<file path="config.mk">
export PLATFORM = sky130hd
export DESIGN_NAME = rgmii_rx_top
export DESIGN_NICKNAME = d
export VERILOG_FILES = /design/src/hw/rgmii_rx_pkg.sv /design/src/hw/rgmii_rx_top.sv /design/src/hw/eth_crc32_check.sv /design/src/hw/rgmii_frame_rx.sv /design/src/hw/rgmii_inband_status.sv /design/src/hw/rgmii_ddr_capture.sv
export VERILOG_INCLUDE_DIRS = /design/src /design/src/hw
export SDC_FILE = /design/constraint.sdc
export NUM_CORES = 1
export LEC_CHECK = 0
export BUFFER_PORTS_ARGS = -buffer_cell sky130_fd_sc_hd__clkbuf_2
export CORE_ASPECT_RATIO = 0.7
export CORE_MARGIN = 2
export CORE_UTILIZATION = 38
export DETAILED_ROUTE_END_ITERATION = 16
export PLACE_DENSITY = 0.56
export SETUP_SLACK_MARGIN = 0.3
export SYNTH_ARGS = -nofsm -noshare
export SYNTH_HDL_FRONTEND = slang
export SYNTH_SLANG_ARGS = --single-unit
</file>
<file path="constraint.sdc">
create_clock -name rx_clk -period 4.2 [get_ports rx_clk]
set_input_delay 0.42 -clock rx_clk [delete_from_list [all_inputs] [get_ports rx_clk]]
set_output_delay 0.42 -clock rx_clk [all_outputs]
set_load 0.05 [all_outputs]
</file>
<file path="src/hw/rgmii_rx_consts.svh">
`ifndef RGMII_RX_CONSTS_SVH
`define RGMII_RX_CONSTS_SVH

// ****************************************
// Ethernet framing bytes
// ****************************************

// Repeated seven times ahead of the SFD
`define RGMII_PREAMBLE 8'h55

// Start-of-frame delimiter, the last byte before the destination address
`define RGMII_SFD 8'hD5

// ****************************************
// FCS and length
// ****************************************

// IEEE 802.3 polynomial in bit-reversed form, shifted out LSB first
`define CRC32_POLY 32'hEDB88320

// Register value left once a good frame and its FCS have been shifted in
`define CRC32_RESIDUE 32'hDEBB20E3

`define FRAME_LEN_W 16 // Enough for jumbo frames

`endif
</file>
<file path="src/hw/rgmii_rx_pkg.sv">
`include "rgmii_rx_consts.svh"

package rgmii_rx_pkg;

	// ****************************************
	// Link status from the in-band PHY bytes
	// ****************************************

	// Codes follow the bits 2:1 of the RGMII status byte
	typedef enum logic [1:0] {
		speed_10   = 2'b00,
		speed_100  = 2'b01,
		speed_1000 = 2'b10,
		speed_none = 2'b11
	} link_speed_t;

	typedef struct packed {
		logic        link_up;
		link_speed_t speed;
		logic        full_duplex;
	} link_status_t;

	// ****************************************
	// Byte streams
	// ****************************************

	// One byte rebuilt from the two DDR nibbles
	typedef struct packed {
		logic [7:0] data;
		logic       dv; // Receive data valid
		logic       er; // Receive error
	} rx_byte_t;

	// Frame byte with preamble and SFD stripped
	typedef struct packed {
		logic [7:0] data;
		logic       valid;
		logic       sof; // First byte after the SFD
	} frame_beat_t;

	typedef struct packed {
		logic                    done;
		logic                    crc_ok;
		logic                    rx_error;
		logic [`FRAME_LEN_W-1:0] length; // Bytes after the SFD, FCS included
	} frame_result_t;

endpackage

</file>
<file path="src/hw/rgmii_rx_top.sv">
module rgmii_rx_top (
	input  logic                        rx_clk,
	input  logic                        rst_n,
	input  logic                        rx_ctl,
	input  logic [3:0]                  rx_data,
	output rgmii_rx_pkg::link_status_t  link,
	output rgmii_rx_pkg::frame_beat_t   beat,
	output rgmii_rx_pkg::frame_result_t result
);

	// ****************************************
	// Internal wiring
	// ****************************************

	rgmii_rx_pkg::rx_byte_t rx_byte; // Shared by the status decoder and the frame receiver
	logic                   frame_end;
	logic                   frame_error;

	rgmii_ddr_capture u_capture (
		.rx_clk  (rx_clk),
		.rst_n   (rst_n),
		.rx_ctl  (rx_ctl),
		.rx_data (rx_data),
		.rx_byte (rx_byte)
	);

	// Sees only the inter-frame bytes
	rgmii_inband_status u_status (
		.rx_clk  (rx_clk),
		.rst_n   (rst_n),
		.rx_byte (rx_byte),
		.link    (link)
	);

	rgmii_frame_rx u_frame (
		.rx_clk      (rx_clk),
		.rst_n       (rst_n),
		.rx_byte     (rx_byte),
		.beat        (beat),
		.frame_end   (frame_end),
		.frame_error (frame_error)
	);

	// Taps the same beats that leave the top
	eth_crc32_check u_crc (
		.rx_clk      (rx_clk),
		.rst_n       (rst_n),
		.beat        (beat),
		.frame_end   (frame_end),
		.frame_error (frame_error),
		.result      (result)
	);

endmodule

</file>
<file path="src/hw/eth_crc32_check.sv">
`include "rgmii_rx_consts.svh"

module eth_crc32_check (
	input  logic                        rx_clk,
	input  logic                        rst_n,
	input  rgmii_rx_pkg::frame_beat_t   beat,
	input  logic                        frame_end,
	input  logic                        frame_error,
	output rgmii_rx_pkg::frame_result_t result
);

	// One byte of the reflected CRC, data shifted in LSB first
	function automatic logic [31:0] crc_byte(input logic [31:0] crc, input logic [7:0] data);
		logic [31:0] c;
		c = crc ^ {24'h0, data};
		for (int i = 0; i < 8; i++) begin
			c = c[0] ? ((c >> 1) ^ `CRC32_POLY) : (c >> 1);
		end
		return c;
	endfunction

	// ****************************************
	// CRC register and byte count
	// ****************************************

	logic [31:0]             crc_q;
	logic [`FRAME_LEN_W-1:0] len_q;

	always_ff @(posedge rx_clk) begin
		if (!rst_n) begin
			crc_q <= 32'hFFFF_FFFF;
			len_q <= '0;
		end else if (beat.valid) begin
			if (beat.sof) begin
				crc_q <= crc_byte(32'hFFFF_FFFF, beat.data); // New frame starts from all ones
				len_q <= `FRAME_LEN_W'(1);
			end else begin
				crc_q <= crc_byte(crc_q, beat.data);
				len_q <= len_q + 1'b1;
			end
		end
	end

	// ****************************************
	// Result at frame end
	// ****************************************

	logic                    done_q;
	logic                    crc_ok_q;
	logic                    rx_error_q;
	logic [`FRAME_LEN_W-1:0] length_q;

	always_ff @(posedge rx_clk) begin
		if (!rst_n) begin
			done_q <= 1'b0;
		end else begin
			done_q <= frame_end;
		end
	end

	// Fields are held until the next frame ends
	always_ff @(posedge rx_clk) begin
		if (frame_end) begin
			crc_ok_q   <= (crc_q == `CRC32_RESIDUE);
			rx_error_q <= frame_error;
			length_q   <= len_q;
		end
	end

	assign result = '{done: done_q, crc_ok: crc_ok_q, rx_error: rx_error_q, length: length_q};

endmodule

</file>
<file path="src/hw/rgmii_frame_rx.sv">
`include "rgmii_rx_consts.svh"

module rgmii_frame_rx (
	input  logic                      rx_clk,
	input  logic                      rst_n,
	input  rgmii_rx_pkg::rx_byte_t    rx_byte,
	output rgmii_rx_pkg::frame_beat_t beat,
	output logic                      frame_end,
	output logic                      frame_error
);

	typedef enum logic [1:0] {
		st_idle,
		st_preamble,
		st_data
	} state_t;

	state_t state_q;

	logic       first_q; // Next data byte is the first of the frame
	logic       err_q;   // Sticky over the whole frame
	logic [7:0] beat_data_q;
	logic       beat_valid_q;
	logic       beat_sof_q;
	logic       frame_end_q;
	logic       frame_error_q;

	// ****************************************
	// Preamble and SFD search
	// ****************************************

	always_ff @(posedge rx_clk) begin
		if (!rst_n) begin
			state_q       <= st_idle;
			first_q       <= 1'b0;
			err_q         <= 1'b0;
			beat_valid_q  <= 1'b0;
			beat_sof_q    <= 1'b0;
			frame_end_q   <= 1'b0;
			frame_error_q <= 1'b0;
		end else begin
			beat_valid_q  <= 1'b0;
			beat_sof_q    <= 1'b0;
			frame_end_q   <= 1'b0;
			frame_error_q <= 1'b0;

			case (state_q)
				st_idle: begin
					if (rx_byte.dv && rx_byte.data == `RGMII_PREAMBLE) begin
						state_q <= st_preamble;
					end
				end

				st_preamble: begin
					if (!rx_byte.dv) begin
						state_q <= st_idle; // Carrier lost before the SFD
					end else if (rx_byte.data == `RGMII_SFD) begin
						state_q <= st_data;
						first_q <= 1'b1;
						err_q   <= rx_byte.er;
					end else if (rx_byte.data != `RGMII_PREAMBLE) begin
						state_q <= st_idle;
					end
				end

				st_data: begin
					if (rx_byte.dv) begin
						beat_valid_q <= 1'b1;
						beat_sof_q   <= first_q;
						first_q      <= 1'b0;
						if (rx_byte.er) begin
							err_q <= 1'b1;
						end
					end else begin
						// End of carrier closes the frame
						frame_end_q   <= 1'b1;
						frame_error_q <= err_q;
						state_q       <= st_idle;
					end
				end

				default: begin
					state_q <= st_idle;
				end
			endcase
		end
	end

	// ****************************************
	// Beat payload
	// ****************************************

	always_ff @(posedge rx_clk) begin
		beat_data_q <= rx_byte.data;
	end

	assign beat = '{data: beat_data_q, valid: beat_valid_q, sof: beat_sof_q};

	assign frame_end   = frame_end_q;
	assign frame_error = frame_error_q;

endmodule

</file>
<file path="src/hw/rgmii_inband_status.sv">
module rgmii_inband_status (
	input  logic                       rx_clk,
	input  logic                       rst_n,
	input  rgmii_rx_pkg::rx_byte_t     rx_byte,
	output rgmii_rx_pkg::link_status_t link
);

	// ****************************************
	// Status byte recognition
	// ****************************************

	// Between frames the PHY repeats the status nibble in both halves
	logic qualify;

	assign qualify = !rx_byte.dv && !rx_byte.er &&
		(rx_byte.data[3:0] == rx_byte.data[7:4]);

	rgmii_rx_pkg::link_status_t decoded;

	always_comb begin
		decoded.speed       = rgmii_rx_pkg::link_speed_t'(rx_byte.data[2:1]);
		decoded.link_up     = rx_byte.data[0];
		decoded.full_duplex = rx_byte.data[3];
		// Reserved speed code is treated as no link
		if (rx_byte.data[2:1] == 2'b11) begin
			decoded.link_up = 1'b0;
		end
		if (!decoded.link_up) begin
			decoded.speed       = rgmii_rx_pkg::speed_none;
			decoded.full_duplex = 1'b0;
		end
	end

	// ****************************************
	// Held link state
	// ****************************************

	rgmii_rx_pkg::link_status_t link_q;

	always_ff @(posedge rx_clk) begin
		if (!rst_n) begin
			link_q.link_up     <= 1'b0;
			link_q.speed       <= rgmii_rx_pkg::speed_none;
			link_q.full_duplex <= 1'b0;
		end else if (qualify) begin
			link_q <= decoded;
		end
	end

	assign link = link_q; // Frame bytes and odd bytes leave the last value

endmodule

</file>
<file path="src/hw/rgmii_ddr_capture.sv">
module rgmii_ddr_capture (
	input  logic                  rx_clk,
	input  logic                  rst_n,
	input  logic                  rx_ctl,
	input  logic [3:0]            rx_data,
	output rgmii_rx_pkg::rx_byte_t rx_byte
);

	// ****************************************
	// Input sampling on both edges
	// ****************************************

	logic [3:0] lo_q;       // Low nibble, rising edge
	logic       ctl_rise_q; // RX_DV
	logic [3:0] hi_q;       // High nibble, falling edge
	logic       ctl_fall_q; // RX_DV xor RX_ER

	always_ff @(posedge rx_clk) begin
		lo_q       <= rx_data;
		ctl_rise_q <= rx_ctl;
	end

	always_ff @(negedge rx_clk) begin
		hi_q       <= rx_data;
		ctl_fall_q <= rx_ctl;
	end

	// ****************************************
	// Same-edge alignment
	// ****************************************

	// Both halves of the byte were taken since the last rising edge,
	// so they are moved together into the rising-edge domain here
	logic [7:0] data_q;
	logic       dv_q;
	logic       er_q;

	always_ff @(posedge rx_clk) begin
		data_q <= {hi_q, lo_q};
	end

	always_ff @(posedge rx_clk) begin
		if (!rst_n) begin
			dv_q <= 1'b0;
			er_q <= 1'b0;
		end else begin
			dv_q <= ctl_rise_q;
			er_q <= ctl_rise_q ^ ctl_fall_q; // Second control sample carries dv xor er
		end
	end

	assign rx_byte = '{data: data_q, dv: dv_q, er: er_q};

endmodule

</file>
==> flow_metrics.py <==
metrics = {
    "pwr": {
        "internal_power_uw": 1622,
        "switching_share": 0.2712,
        "power_frac_clock": 0.397,
        "seq_power_share": 0.485,
        "p_sw_uw": 603.4,
        "p_leak_uw": 0.002496,
        "vdd_ir_drop_max_mv": 0.2015,
        "powerDensity_nw_per_um2": 377.8,
        "p_comb_frac": 0.118,
    },
    "global_route": {
        "grt_pass1_vias": 3409,
        "antenna_found_initial": 0,
        "overflow": 0,
        "grt_usage": 0.1662,
        "grt_max_degree": 41,
        "grt_pass1_wl_um": 19240,
    },
    "detailed_routing": {
        "first_pass_iters": 5,
        "drt_wl_total_um": 11710,
        "route.detailed.drc": 0,
        "drtIter0Drc": 197,
        "drtAntennaViolNets": 0,
        "avgRoutedWirePerCell_um": 16.51,
        "avgViaCountPerCell": 4.863,
        "vias": 3448,
    },
    "cells_and_area": {
        "num-fill-cells": 1359,
        "fin_nets": 522,
        "n_antenna_cell": 0,
        "area_delta_synth_final_pct": 10.57,
        "drive_above_1_share": 0.1387,
        "seqCellArea_um2": 2322,
        "multiInputGateArea_um2": 2743,
    },
    "floorplan": {
        "dieArea_um2": 15000,
        "row_count": 36,
        "start_util": 0.3864,
        "die_y_um": 103.1,
        "die_w_um": 145.5,
        "pin_count": 40,
        "core_um2": 13780,
    },
    "clocking": {
        "post_cts_resize_count": 0,
        "clockBufferDepth": 2,
        "cts_sinks": 107,
        "insertion_delay_ns": 0.40,
        "clkTransAtPathRegs_ns": 0.08,
        "cts_root_buf": "clkbuf_16",
        "cts_made_buffers": 9,
        "cts_hold_buf": 0,
        "post_cts_buffers": 0,
        "cts_tree": "done",
        "htree_levels": 3,
    },
    "yosys": {
        "async_reset_ff_frac": 0,
        "synth.top_cells.by_area": "dfxtp_1 (33%), xnor2_1 (12%), edfxtp_1 (10%)",
        "synthCells": 494,
        "synth_area_leader_cell": "dfxtp_1",
        "yosys_warnings": 0,
        "synthDistinctLibCells": 54,
        "ys.flop_type": "dfxtp_1",
        "synth.avg_cell_area_um2": 10.78,
        "synth_top_cells_by_count": "dfxtp_1 (89), xnor2_1 (72), nand2_1 (42), nor2_1 (41), xor2_1 (35)",
        "ys_seq_area_frac": 0.4360,
        "synthesis.area_um2": 5326,
        "synth_top_area_frac": 0.3345,
        "synth-edff-count": 18,
        "ys_seq_elements": 107,
        "synthesis.nets": 502,
        "yosysMostFrequentCell": "dfxtp_1",
    },
    "timing": {
        "tns_ns": 0,
        "setup_viol": 0,
        "finalHoldViolations": 0,
        "holdWs_ns": 0.1723,
        "slew_headroom": 0.3782,
        "worst_slew_pin_slew_ns": 0.9242,
        "drv_slew": 0,
        "rsz0062_at_grt": "no",
        "clock_skew_ns": 0.05138,
    },
    "place": {
        "dp_hpwl_um": 8407,
        "io_buffers": 39,
        "gp_congestion": 0.8517,
    },
    "worst_setup_path": {
        "crit_type": "reg2reg",
        "crit_buf_inv": 0,
        "ff2ff_path_depth": 2,
        "cp-start-kind": "flip-flop",
        "r2r-end": "u_capture.er_q",
        "slowest_stage": "dfxtp_1",
        "worstPathCellList": "xnor2_1, nor2_1",
        "worstPathRequired_ns": 4.43,
        "cp-endpoint": "u_capture.er_q",
        "end_kind": "flip-flop",
        "reg2reg_from": "u_capture.ctl_fall_q",
        "crit_family": "flip-flops",
        "rrSetupSlack_ns": 1.45,
        "cp.depth": 2,
        "cp.arrival_ns": 2.98,
        "startpoint": "u_capture.ctl_fall_q",
        "crit_fanout": 1,
        "max_stage_delay_ns": 0.29,
    },
    "outcome": {
        "status": "completed",
    },
    "worst_hold_path": {
        "hp-class": "in2reg",
    },
    "flow_run": {
        "cap_violations": 0,
    },
}
-- worst register-to-register path: cells and delay by family, from the launching register on --
family        cells  cell delay [ns]
xor+xnor          1             0.14
flops             1             0.29
simple gates      1             0.05
-- cells by family after synthesis --
family                   share of synthesized area
XOR/XNOR                                    0.3044
AND/OR/NAND/NOR                             0.1196
flip-flops                                  0.4360
AO/OA/AOI/OAI                              0.07353
buffers and inverters                      0.04909
multiplexers                               0.01503
adder cells (fa/ha/maj)                   0.002349
-- cell type report --
| type | count | area share |
|---|---|---|
| clock inverters | 12 | 0.01806 |
| repair buffers | 43 | 0.03824 |
| clock buffers | 9 | 0.03824 |
| multi-input cells | 340 | 0.4657 |
| well taps | 190 | 0.04037 |
| flip-flops and latches | 107 | 0.3943 |
| inverters | 8 | 0.005099 |
-- state kept, by name, indices dropped and copies added, names as in the netlist, 2 cells and up --
register,count
u_capture.data_q,8
u_capture.hi_q,4
u_capture.lo_q,4
u_crc.crc_q,32
u_crc.len_q,16
u_crc.length_q,16
u_frame.beat_data_q,8
u_frame.state_q,2
u_status.link,4
-- placed cells by master (no fill, tap or decap), types with 12 or more instances in the layout --
cell      synthesis  routed
edfxtp_1         18      18
o21ai_0          15      15
nor2_1           41      41
xnor2_1          72      72
xnor3_1          14      14
dfxtp_1          89      89
nand2_1          42      42
xor2_1           35      35
inv_1             8      12
clkbuf_2          0      39
o211ai_1         14      14
-- per-stage QoR --
stage | setup slack [ns] | cells | instance area [µm²] | util | power (µW)
2_1_floorplan | 1.512 | 494 | 5326 | - | 1329
6_report | 1.446 | 709 | 5889 | 0.4273 | 2225
3_3_place_gp | 1.466 | 689 | 5562 | 0.4035 | 1372
4_1_cts | 1.441 | 709 | 5889 | 0.4273 | 2252
5_1_grt | 1.416 | 709 | 5889 | 0.4273 | 2327
3_5_place_dp | 1.476 | 689 | 5562 | 0.4035 | 1375
-- power groups by stage --
stage,Clock (µW),Sequential (µW),Combinational (µW)
floorplan,8.88,1100,218
global placement,8.88,1100,261
detailed placement,8.88,1100,263
CTS,908,1080,264
global route,960,1080,285
finish,883,1080,262
-- how the worst min path moves through the flow --
stage | slack [ns] | to | startpoint | cells after the start
2_1_floorplan | 0.31 | u_capture.data_q[0] | u_capture.lo_q[0] | 0
3_3_place_gp | 0.31 | u_capture.data_q[1] | u_capture.lo_q[1] | 0
3_5_place_dp | 0.31 | u_capture.data_q[0] | u_capture.lo_q[0] | 0
4_1_cts | 0.16 | u_capture.lo_q[2] | rx_data[2] | 1
5_1_grt | 0.15 | u_capture.lo_q[2] | rx_data[2] | 1
6_report | 0.17 | u_capture.lo_q[2] | rx_data[2] | 1
-- metal layers --
layer | global-route usage | routed length [µm] | share of wire | up-vias
li1 | - | - | - | 1712
met1 | 0.2425 | 5944 | 0.51 | 1637
met2 | 0.2384 | 4778 | 0.41 | 87
met3 | 0.05088 | 852 | 0.073 | 12
met4 | 0.04374 | 130 | 0.011 | 0
met5 | 0 | 0 | 0 | -
(Power assumes the default switching activity.)
